$ cat src/radio_pkg.sv
// shared widths, register map and types; one db slot, two rx channels, one tx channel, no back-pressure
package radio_pkg;

   // --------------------
   // widths
   // --------------------
   localparam int DATA_W          = 32;   // settings word, gpio word
   localparam int ADDR_W          = 8;    // settings and readback address
   localparam int RB_W            = 64;   // readback word
   localparam int SAMPLE_W        = 16;   // one i or q component
   localparam int NUM_RX_CHANNELS = 2;

   // --------------------
   // settings register map
   // --------------------
   localparam logic [ADDR_W-1:0] SR_DB_BASE    = 8'd160;
   localparam logic [ADDR_W-1:0] DB_ATR_IDLE   = 8'd0;
   localparam logic [ADDR_W-1:0] DB_ATR_RX     = 8'd1;
   localparam logic [ADDR_W-1:0] DB_ATR_TX     = 8'd2;
   localparam logic [ADDR_W-1:0] DB_ATR_FULL   = 8'd3;
   localparam logic [ADDR_W-1:0] DB_GPIO_DDR   = 8'd4;
   localparam logic [ADDR_W-1:0] DB_MISC_OUT   = 8'd5;

   localparam logic [ADDR_W-1:0] SR_TX_FE_BASE     = 8'd208;
   localparam logic [ADDR_W-1:0] SR_RX_FE_BASE     = 8'd224;
   localparam logic [ADDR_W-1:0] SR_FE_CHAN_OFFSET = 8'd16;  // step between rx channels
   localparam logic [ADDR_W-1:0] FE_MODE           = 8'd0;   // bit0 swap, bit1 neg i, bit2 neg q
   localparam logic [ADDR_W-1:0] FE_DC_OFFSET      = 8'd1;   // i in [31:16], q in [15:0]

   // readback map
   localparam logic [ADDR_W-1:0] RB_DB_BASE = 8'd16;
   localparam logic [ADDR_W-1:0] RB_GPIO    = 8'd0;  // {gpio in, gpio out}
   localparam logic [ADDR_W-1:0] RB_MISC    = 8'd1;  // {misc in, misc out}
   localparam logic [ADDR_W-1:0] RB_ATR     = 8'd2;  // {gpio ddr, zeros, atr state}

   // --------------------
   // types
   // --------------------
   typedef struct packed {
      logic signed [SAMPLE_W-1:0] i;  // upper half
      logic signed [SAMPLE_W-1:0] q;
   } iq_sample_t;

   typedef struct packed {
      logic                       neg_q;
      logic                       neg_i;
      logic                       swap;
      logic signed [SAMPLE_W-1:0] dc_i;
      logic signed [SAMPLE_W-1:0] dc_q;
   } fe_cfg_t;

   typedef struct packed {
      logic [DATA_W-1:0] atr_idle;
      logic [DATA_W-1:0] atr_rx;
      logic [DATA_W-1:0] atr_tx;
      logic [DATA_W-1:0] atr_full;
      logic [DATA_W-1:0] gpio_ddr;
      logic [DATA_W-1:0] misc_out;
   } db_cfg_t;

   // encoded as {tx, rx}
   typedef enum logic [1:0] {
      ATR_IDLE = 2'b00,
      ATR_RX   = 2'b01,
      ATR_TX   = 2'b10,
      ATR_FULL = 2'b11
   } atr_state_t;

endpackage

$ cat src/atr_gpio_ctrl.sv
// atr state select for one slot; rx flags are ORed so channels cannot drive gpio separately
`timescale 1ns/1ns

module atr_gpio_ctrl (
   input  logic                                  radio_clk,
   input  logic                                  i_rst_n,
   input  radio_pkg::db_cfg_t                    i_db_cfg,
   input  logic [radio_pkg::NUM_RX_CHANNELS-1:0] i_rx_running,
   input  logic                                  i_tx_running,
   output radio_pkg::atr_state_t                 o_atr_state,
   output logic [radio_pkg::DATA_W-1:0]          o_gpio_out,
   output logic [radio_pkg::DATA_W-1:0]          o_gpio_ddr,
   output logic [2:0]                            o_leds
);

   import radio_pkg::*;

   logic              rx_any;     // any rx channel running
   logic [DATA_W-1:0] atr_word;   // word for current state

   assign rx_any = |i_rx_running;

   // state straight from run flags, {tx, rx}
   assign o_atr_state = atr_state_t'({i_tx_running, rx_any});

   // --------------------
   // atr word select
   // --------------------
   always_comb
   begin
      case (o_atr_state)
         ATR_IDLE : atr_word = i_db_cfg.atr_idle;
         ATR_RX   : atr_word = i_db_cfg.atr_rx;
         ATR_TX   : atr_word = i_db_cfg.atr_tx;
         default  : atr_word = i_db_cfg.atr_full;  // full duplex
      endcase
   end

   // --------------------
   // registered outputs
   // --------------------
   always_ff @(posedge radio_clk)
   begin
      if (!i_rst_n)
      begin
         o_gpio_out <= '0;
         o_gpio_ddr <= '0;
         o_leds     <= '0;
      end
      else
      begin
         o_gpio_out <= atr_word;
         o_gpio_ddr <= i_db_cfg.gpio_ddr;
         // led order is {rx, txrx_tx, txrx_rx}
         o_leds[2] <= rx_any & ~i_tx_running;  // rx only
         o_leds[1] <= i_tx_running;
         o_leds[0] <= rx_any & i_tx_running;   // full duplex
      end
   end

endmodule

$ cat src/fe_iq_corrector.sv
// two-stage i/q front-end fix for one channel; config is not sampled with the data, change it when idle
`timescale 1ns/1ns

module fe_iq_corrector (
   input  logic                  radio_clk,
   input  logic                  i_rst_n,
   input  radio_pkg::fe_cfg_t    i_cfg,
   input  logic                  i_stb,
   input  radio_pkg::iq_sample_t i_sample,
   output logic                  o_stb,
   output radio_pkg::iq_sample_t o_sample
);

   import radio_pkg::*;

   localparam logic signed [SAMPLE_W-1:0] S_MAX = {1'b0, {(SAMPLE_W-1){1'b1}}};
   localparam logic signed [SAMPLE_W-1:0] S_MIN = {1'b1, {(SAMPLE_W-1){1'b0}}};

   logic signed [SAMPLE_W-1:0] sw_i, sw_q;   // after swap
   logic                       st1_stb;
   iq_sample_t                 st1_sample;

   // negate, most negative clips to most positive
   function automatic logic signed [SAMPLE_W-1:0] neg_sat(input logic signed [SAMPLE_W-1:0] x);
      if (x == S_MIN)
         return S_MAX;
      return -x;
   endfunction

   // add with clip to signed range
   function automatic logic signed [SAMPLE_W-1:0] add_sat(
      input logic signed [SAMPLE_W-1:0] a,
      input logic signed [SAMPLE_W-1:0] b
   );
      logic signed [SAMPLE_W:0] sum;
      sum = a + b;  // one guard bit
      if (sum[SAMPLE_W] != sum[SAMPLE_W-1])
         return sum[SAMPLE_W] ? S_MIN : S_MAX;
      return sum[SAMPLE_W-1:0];
   endfunction

   assign sw_i = i_cfg.swap ? i_sample.q : i_sample.i;
   assign sw_q = i_cfg.swap ? i_sample.i : i_sample.q;

   // --------------------
   // stage 1: swap, negate
   // stage 2: dc offset
   // --------------------
   always_ff @(posedge radio_clk)
   begin
      if (!i_rst_n)
      begin
         st1_stb    <= 1'b0;
         st1_sample <= '0;
         o_stb      <= 1'b0;
         o_sample   <= '0;
      end
      else
      begin
         st1_stb      <= i_stb;
         st1_sample.i <= i_cfg.neg_i ? neg_sat(sw_i) : sw_i;
         st1_sample.q <= i_cfg.neg_q ? neg_sat(sw_q) : sw_q;
         o_stb        <= st1_stb;                          // strobe follows data
         o_sample.i   <= add_sat(st1_sample.i, i_cfg.dc_i);
         o_sample.q   <= add_sat(st1_sample.q, i_cfg.dc_q);
      end
   end

endmodule

$ cat src/radio_ctrl_top.sv
// radio-clock control slice; one db slot, settings and samples synchronous to radio_clk, no back-pressure
`timescale 1ns/1ns

module radio_ctrl_top (
   input  logic                                                    i_rst_n,
   input  logic                                                    radio_clk,
   // settings bus
   input  logic                                                    i_set_stb,
   input  logic [radio_pkg::ADDR_W-1:0]                            i_set_addr,
   input  logic [radio_pkg::DATA_W-1:0]                            i_set_data,
   // readback
   input  logic                                                    i_rb_stb,
   input  logic [radio_pkg::ADDR_W-1:0]                            i_rb_addr,
   output logic                                                    o_rb_valid,
   output logic [radio_pkg::RB_W-1:0]                              o_rb_data,
   // run flags
   input  logic [radio_pkg::NUM_RX_CHANNELS-1:0]                   i_rx_running,
   input  logic                                                    i_tx_running,
   // sample streams
   input  logic [radio_pkg::NUM_RX_CHANNELS-1:0]                   i_rx_stb,
   input  radio_pkg::iq_sample_t [radio_pkg::NUM_RX_CHANNELS-1:0]  i_rx_samples,
   output logic [radio_pkg::NUM_RX_CHANNELS-1:0]                   o_rx_stb,
   output radio_pkg::iq_sample_t [radio_pkg::NUM_RX_CHANNELS-1:0]  o_rx_samples,
   input  logic                                                    i_tx_stb,
   input  radio_pkg::iq_sample_t                                   i_tx_sample,
   output logic                                                    o_tx_stb,
   output radio_pkg::iq_sample_t                                   o_tx_sample,
   // db pins
   input  logic [radio_pkg::DATA_W-1:0]                            i_db_gpio_in,
   output logic [radio_pkg::DATA_W-1:0]                            o_db_gpio_out,
   output logic [radio_pkg::DATA_W-1:0]                            o_db_gpio_ddr,
   output logic [2:0]                                              o_radio_led,
   input  logic [radio_pkg::DATA_W-1:0]                            i_misc_in,
   output logic [radio_pkg::DATA_W-1:0]                            o_misc_out
);

   import radio_pkg::*;

   db_cfg_t                         db_cfg;
   fe_cfg_t [NUM_RX_CHANNELS-1:0]   rx_fe_cfg;
   fe_cfg_t                         tx_fe_cfg;
   atr_state_t                      atr_state;

   // --------------------
   // settings
   // --------------------
   setting_decoder u_setting_decoder (
      .radio_clk   (radio_clk),
      .i_rst_n     (i_rst_n),
      .i_set_stb   (i_set_stb),
      .i_set_addr  (i_set_addr),
      .i_set_data  (i_set_data),
      .o_db_cfg    (db_cfg),
      .o_rx_fe_cfg (rx_fe_cfg),
      .o_tx_fe_cfg (tx_fe_cfg)
   );

   assign o_misc_out = db_cfg.misc_out;  // no extra flop

   atr_gpio_ctrl u_atr_gpio_ctrl (
      .radio_clk    (radio_clk),
      .i_rst_n      (i_rst_n),
      .i_db_cfg     (db_cfg),
      .i_rx_running (i_rx_running),
      .i_tx_running (i_tx_running),
      .o_atr_state  (atr_state),
      .o_gpio_out   (o_db_gpio_out),
      .o_gpio_ddr   (o_db_gpio_ddr),
      .o_leds       (o_radio_led)
   );

   // --------------------
   // front ends
   // --------------------
   for (genvar ch = 0; ch < NUM_RX_CHANNELS; ch++)
   begin : g_rx_fe
      fe_iq_corrector u_rx_fe (
         .radio_clk (radio_clk),
         .i_rst_n   (i_rst_n),
         .i_cfg     (rx_fe_cfg[ch]),
         .i_stb     (i_rx_stb[ch]),
         .i_sample  (i_rx_samples[ch]),
         .o_stb     (o_rx_stb[ch]),
         .o_sample  (o_rx_samples[ch])
      );
   end

   fe_iq_corrector u_tx_fe (
      .radio_clk (radio_clk),
      .i_rst_n   (i_rst_n),
      .i_cfg     (tx_fe_cfg),
      .i_stb     (i_tx_stb),
      .i_sample  (i_tx_sample),
      .o_stb     (o_tx_stb),
      .o_sample  (o_tx_sample)
   );

   readback_mux u_readback_mux (
      .radio_clk   (radio_clk),
      .i_rst_n     (i_rst_n),
      .i_rb_stb    (i_rb_stb),
      .i_rb_addr   (i_rb_addr),
      .i_db_cfg    (db_cfg),
      .i_atr_state (atr_state),
      .i_gpio_in   (i_db_gpio_in),
      .i_gpio_out  (o_db_gpio_out),
      .i_misc_in   (i_misc_in),
      .o_rb_valid  (o_rb_valid),
      .o_rb_data   (o_rb_data)
   );

endmodule

$ cat src/readback_mux.sv
// readback for the db slot; one answer per request a cycle later, misc in needs two stable cycles
`timescale 1ns/1ns

module readback_mux (
   input  logic                         radio_clk,
   input  logic                         i_rst_n,
   input  logic                         i_rb_stb,
   input  logic [radio_pkg::ADDR_W-1:0] i_rb_addr,
   input  radio_pkg::db_cfg_t           i_db_cfg,
   input  radio_pkg::atr_state_t        i_atr_state,
   input  logic [radio_pkg::DATA_W-1:0] i_gpio_in,
   input  logic [radio_pkg::DATA_W-1:0] i_gpio_out,
   input  logic [radio_pkg::DATA_W-1:0] i_misc_in,
   output logic                         o_rb_valid,
   output logic [radio_pkg::RB_W-1:0]   o_rb_data
);

   import radio_pkg::*;

   logic [DATA_W-1:0] misc_in_r;  // misc pins, one flop
   logic [RB_W-1:0]   rb_word;

   // --------------------
   // word select
   // --------------------
   always_comb
   begin
      case (i_rb_addr)
         RB_DB_BASE + RB_GPIO : rb_word = {i_gpio_in, i_gpio_out};
         RB_DB_BASE + RB_MISC : rb_word = {misc_in_r, i_db_cfg.misc_out};
         // ddr moved to the upper word, state in bits 1:0
         RB_DB_BASE + RB_ATR  : rb_word = {i_db_cfg.gpio_ddr, {(DATA_W-2){1'b0}}, i_atr_state};
         default              : rb_word = '0;  // unmapped reads zero
      endcase
   end

   always_ff @(posedge radio_clk)
   begin
      if (!i_rst_n)
      begin
         misc_in_r  <= '0;
         o_rb_valid <= 1'b0;
         o_rb_data  <= '0;
      end
      else
      begin
         misc_in_r  <= i_misc_in;
         o_rb_valid <= i_rb_stb;  // every request answered
         if (i_rb_stb)
            o_rb_data <= rb_word;  // hold last answer otherwise
      end
   end

endmodule

$ cat src/setting_decoder.sv
// settings bus write decoder; single-cycle strobe, unmapped addresses ignored, one cycle to config
`timescale 1ns/1ns

module setting_decoder (
   input  logic                                                 radio_clk,
   input  logic                                                 i_rst_n,
   input  logic                                                 i_set_stb,
   input  logic [radio_pkg::ADDR_W-1:0]                         i_set_addr,
   input  logic [radio_pkg::DATA_W-1:0]                         i_set_data,
   output radio_pkg::db_cfg_t                                   o_db_cfg,
   output radio_pkg::fe_cfg_t [radio_pkg::NUM_RX_CHANNELS-1:0]  o_rx_fe_cfg,
   output radio_pkg::fe_cfg_t                                   o_tx_fe_cfg
);

   import radio_pkg::*;

   // merge one settings word into a front-end config
   function automatic fe_cfg_t fe_write(
      input fe_cfg_t           cur,
      input logic              is_dc,   // 1: dc offset word, 0: mode word
      input logic [DATA_W-1:0] data
   );
      fe_cfg_t nxt;
      nxt = cur;
      if (is_dc)
      begin
         nxt.dc_i = data[DATA_W-1:SAMPLE_W];  // i upper
         nxt.dc_q = data[SAMPLE_W-1:0];
      end
      else
      begin
         nxt.swap  = data[0];
         nxt.neg_i = data[1];
         nxt.neg_q = data[2];
      end
      return nxt;
   endfunction

   // --------------------
   // db register bank
   // --------------------
   always_ff @(posedge radio_clk)
   begin
      if (!i_rst_n)
      begin
         o_db_cfg <= '0;
      end
      else if (i_set_stb)
      begin
         case (i_set_addr)
            SR_DB_BASE + DB_ATR_IDLE : o_db_cfg.atr_idle <= i_set_data;
            SR_DB_BASE + DB_ATR_RX   : o_db_cfg.atr_rx   <= i_set_data;
            SR_DB_BASE + DB_ATR_TX   : o_db_cfg.atr_tx   <= i_set_data;
            SR_DB_BASE + DB_ATR_FULL : o_db_cfg.atr_full <= i_set_data;
            SR_DB_BASE + DB_GPIO_DDR : o_db_cfg.gpio_ddr <= i_set_data;
            SR_DB_BASE + DB_MISC_OUT : o_db_cfg.misc_out <= i_set_data;
            default                  : ;  // not ours
         endcase
      end
   end

   // --------------------
   // front-end banks
   // --------------------
   always_ff @(posedge radio_clk)
   begin
      if (!i_rst_n)
      begin
         o_tx_fe_cfg <= '0;
      end
      else if (i_set_stb)
      begin
         if (i_set_addr == SR_TX_FE_BASE + FE_MODE)
            o_tx_fe_cfg <= fe_write(o_tx_fe_cfg, 1'b0, i_set_data);
         else if (i_set_addr == SR_TX_FE_BASE + FE_DC_OFFSET)
            o_tx_fe_cfg <= fe_write(o_tx_fe_cfg, 1'b1, i_set_data);
      end
   end

   // rx channels sit SR_FE_CHAN_OFFSET apart
   always_ff @(posedge radio_clk)
   begin
      if (!i_rst_n)
      begin
         o_rx_fe_cfg <= '0;
      end
      else if (i_set_stb)
      begin
         for (int ch = 0; ch < NUM_RX_CHANNELS; ch++)
         begin
            if (i_set_addr == ADDR_W'(SR_RX_FE_BASE + ch * SR_FE_CHAN_OFFSET + FE_MODE))
               o_rx_fe_cfg[ch] <= fe_write(o_rx_fe_cfg[ch], 1'b0, i_set_data);
            else if (i_set_addr == ADDR_W'(SR_RX_FE_BASE + ch * SR_FE_CHAN_OFFSET + FE_DC_OFFSET))
               o_rx_fe_cfg[ch] <= fe_write(o_rx_fe_cfg[ch], 1'b1, i_set_data);
         end
      end
   end

endmodule

$ cat config.mk
export PLATFORM = sky130hd
export DESIGN_NAME = radio_ctrl_top
export DESIGN_NICKNAME = d
export VERILOG_FILES = /design/src/radio_pkg.sv /design/src/atr_gpio_ctrl.sv /design/src/fe_iq_corrector.sv /design/src/radio_ctrl_top.sv /design/src/readback_mux.sv /design/src/setting_decoder.sv
export SDC_FILE = /design/constraint.sdc
export NUM_CORES = 2
export LEC_CHECK = 0
export BUFFER_PORTS_ARGS = -buffer_cell sky130_fd_sc_hd__buf_4
export CAP_MARGIN = 20
export CORE_MARGIN = 4
export CORE_UTILIZATION = 51
export CTS_CLUSTER_DIAMETER = 80
export DETAILED_ROUTE_END_ITERATION = 10
export PLACE_DENSITY = 0.77
export SKIP_CTS_REPAIR_TIMING = 1
export SYNTH_ARGS = -nofsm -noshare
export SYNTH_HDL_FRONTEND = slang
export SYNTH_SLANG_ARGS = --single-unit
$ cat constraint.sdc
create_clock -name radio_clk -period 3.8 [get_ports radio_clk]
set_input_delay 0.95 -clock radio_clk [delete_from_list [all_inputs] [get_ports radio_clk]]
set_output_delay 0.95 -clock radio_clk [all_outputs]
set_load 0.005 [all_outputs]
==> impl_metrics.env <==
export IMPL_status="finished clean"
export IMPL_combPwrFrac_pct=8.3
export IMPL_crit_family="compound AO/OA/AOI/OAI gates"
export IMPL_die_h_um=258
export IMPL_cp_end_kind="flop"
export IMPL_ff2ff_path_depth=11
export IMPL_p_switching_mw=3.80
export IMPL_holdCritPathClass="reg2reg"
export IMPL_syn_num_nets=4219
export IMPL_cp_cell_sequence="ha_1 -> inv_1 -> fa_1 -> nor2b_1 -> o31a_1 -> o211a_1 -> a31oi_1 -> o21ai_2 -> and2_1 -> o21ai_0 -> a21oi_1"
export IMPL_power_total_mw=15.9
export IMPL_hold_viol=0
export IMPL_nFillCells=5362
export IMPL_core_area_sq_mm=0.0617
export IMPL_grt_usage_pct=29.2
export IMPL_min_to="g_rx_fe[0].u_rx_fe.o_stb"
export IMPL_cts_max_path_buffers=3
export IMPL_dp_cells=4960
export IMPL_wirelength_um=102000
export IMPL_netlist_area_leader_share_pct=41.5
export IMPL_min_period_ns=3.16
export IMPL_slew_headroom_pct=42.9
export IMPL_clock_latency_ns=0.62
export IMPL_root_buffer="clkbuf_16"
export IMPL_syn_inst=3893
export IMPL_ys_types=92
export IMPL_cap_violations=0
export IMPL_peakVddDrop_uv=324
export IMPL_grt_antenna_before_repair=1
export IMPL_seqPwrFrac_pct=44.7
export IMPL_rsz0062_at_grt="no"
export IMPL_fin_crit_sh_pct=83.1
export IMPL_grt_first_pass_wirelength_um=155000
export IMPL_rows=91
export IMPL_regArea_sq_mm=0.0132
export IMPL_synth_main_ff_cell="dfxtp_1"
export IMPL_h_tree_depth=3
export IMPL_crit_path_max_incr_delay_ns=0.54
export IMPL_tightest_slew_ns=0.857
export IMPL_fin_cells=5095
export IMPL_place_congestion=0.974
export IMPL_via_per_inst=5.67
export IMPL_leakage_nw=15.2
export IMPL_synth_edff_count=0
export IMPL_r2r_setup_slack_ns=0.64
export IMPL_fin_nets=4524
export IMPL_layout_commonest_cell="nand2_1"
export IMPL_fmax_ghz=0.317
export IMPL_setup_violations=0
export IMPL_numCtsBuffers=72
export IMPL_initial_core_util_pct=51.5
export IMPL_reg2reg_to="g_rx_fe[1].u_rx_fe.o_sample[3]"
export IMPL_final_cell_mix="735 x nand2_1, 656 x dfxtp_1, 614 x a21oi_1"
export IMPL_tritoncts="yes"
export IMPL_drt_initial_drc_count=2462
export IMPL_min_path_cells=1
export IMPL_worstPathBufferInverterCount=1
export IMPL_dieArea_sq_mm=0.0664
export IMPL_syn_cell_area_sq_mm=0.0318
export IMPL_synthTopCellsByArea="dfxtp_1 42%, a21oi_1 9.7%, nand2_1 8.7%"
export IMPL_worstSetupStartpoint="u_setting_decoder.o_rx_fe_cfg[35]"
export IMPL_wl_per_cell_um=20.1
export IMPL_drtAntennaViolNets=0
export IMPL_ys_warn_count=0
export IMPL_dp_slack_ns=0.656
export IMPL_drc=0
export IMPL_synth_async_reset_ratio_pct=0
export IMPL_cp_max_fo=19
export IMPL_clockPowerShare_pct=47.1
export IMPL_fin_skew_ns=0.0279
export IMPL_grt_max_degree=116
export IMPL_drive_gt1_share_pct=18.1
export IMPL_startpoint_type="flop"
export IMPL_power_density_mw_per_mm2=417
export IMPL_overflow=0
export IMPL_required_ns=4.34
export IMPL_fin_util_pct=61.8
export IMPL_r2r_start="u_setting_decoder.o_rx_fe_cfg[35]"
export IMPL_swShare_pct=23.9
export IMPL_first_pass_iters=6
export IMPL_multi_input_area_sq_mm=0.0169
export IMPL_clkTransAtPathRegs_ns=0.06
export IMPL_dp_final_hpwl_um=71500
export IMPL_die_x_um=258
export IMPL_cp_arrival_ns=3.69
export IMPL_syn2layout_area_growth_pct=20.1
export IMPL_path_class="reg2reg"
export IMPL_holdCritStartpoint="g_rx_fe[0].u_rx_fe.st1_stb"
export IMPL_grt_pass1_vias=26730
export IMPL_timing_setup_tns_ns=0
export IMPL_avgSynthCellArea_sq_um=8.16
export IMPL_clock_sinks=659
export IMPL_synth_seq_area_share_pct=41.5
export IMPL_maxSlewViolCount=0
export IMPL_synth_top_cell_by_area="dfxtp_1"
export IMPL_fin_ws_ns=0.644
export IMPL_slowest_stage="o21ai_2"
export IMPL_port_buffers=480
export IMPL_ioPinCount=481
export IMPL_ys_ff_latch=659
export IMPL_p_int_mw=12.1
export IMPL_vias=28876
## power groups by stage
stage	combinational (mW)	clock, mW	sequential (mW)
4_1_cts	1.31	7.59	7.11
3_3_place_gp	1.29	0	7.27
3_5_place_dp	1.30	0	7.26
2_1_floorplan	0.682	0	7.25
6_report	1.32	7.50	7.11
5_1_grt	1.42	7.86	7.12
## routing by layer
layer	share of wire, %	GRT usage (%)	vias to the layer above
met5	0	0	-
met4	5.1	13.4	0
met3	7.4	5.88	254
met2	46	46.7	1148
met1	42	38.2	13584
li1	-	-	13890
## logic make-up (layout without fill, tap and decap cells)
kind of cell	after synthesis	after routing	synth area share [%]
adder cells (fa/ha/maj)	108	108	4.40
buffers and inverters	370	733	5.25
multiplexers	169	169	6.67
AO/OA/AOI/OAI	1038	1038	18.8
AND/OR/NAND/NOR	1414	1414	19.6
XOR/XNOR	135	135	3.72
flip-flops	659	659	41.5
other	0	2	0
## Yosys cell counts, types with 47 or more instances
library cell	count
o21ai_0	154
nor2_1	330
a21oi_1	614
xnor2_1	102
inv_1	59
nor3_1	52
mux2i_1	119
and2_1	107
clkbuf_1	217
ha_1	102
nand2_1	735
a21o_1	47
dfxtp_1	659
## cell type report
| cell class | instances | share of cell area, % |
|---|---|---|
| antenna | 2 | 0.0131 |
| clock buffer | 98 | 5.43 |
| clock inverter | 34 | 1.30 |
| inverter | 64 | 0.656 |
| multi-input combinational | 2864 | 44.4 |
| sequential | 659 | 34.6 |
| tap | 837 | 2.74 |
| timing repair buffer | 537 | 10.9 |
## worst max-delay path by stage
stage | cells after the start | slack [ns] | to
2_1_floorplan | 16 | 0.66 | u_tx_fe.st1_sample[27]
3_3_place_gp | 10 | 0.70 | u_tx_fe.st1_sample[16]
3_5_place_dp | 10 | 0.66 | u_tx_fe.st1_sample[16]
4_1_cts | 11 | 0.67 | g_rx_fe[1].u_rx_fe.o_sample[3]
5_1_grt | 11 | 0.27 | g_rx_fe[1].u_rx_fe.o_sample[8]
6_report | 11 | 0.64 | g_rx_fe[1].u_rx_fe.o_sample[3]
## per-stage QoR
stage	hold WS, ns	area (sq um)
final	0.439	38200
after global routing	0.454	38200
after CTS	0.440	38200
after detailed placement	0.428	35600
after global placement	0.415	35600
after floorplan	0.412	31800
## state kept, by name, indices dropped and copies added, names as in the netlist
signal / flops
g_rx_fe.u_rx_fe.o_sample: 64
g_rx_fe.u_rx_fe.o_stb: 2
g_rx_fe.u_rx_fe.st1_sample: 64
g_rx_fe.u_rx_fe.st1_stb: 2
u_atr_gpio_ctrl.o_gpio_ddr: 32
u_atr_gpio_ctrl.o_gpio_out: 32
u_atr_gpio_ctrl.o_leds: 3
u_readback_mux.misc_in_r: 32
u_readback_mux.o_rb_data: 64
u_readback_mux.o_rb_valid: 1
u_setting_decoder.o_db_cfg: 192
u_setting_decoder.o_rx_fe_cfg: 70
u_setting_decoder.o_tx_fe_cfg: 35
u_tx_fe.o_sample: 32
u_tx_fe.o_stb: 1
u_tx_fe.st1_sample: 32
u_tx_fe.st1_stb: 1
No activity file was read; power rests on OpenSTA's default activity.
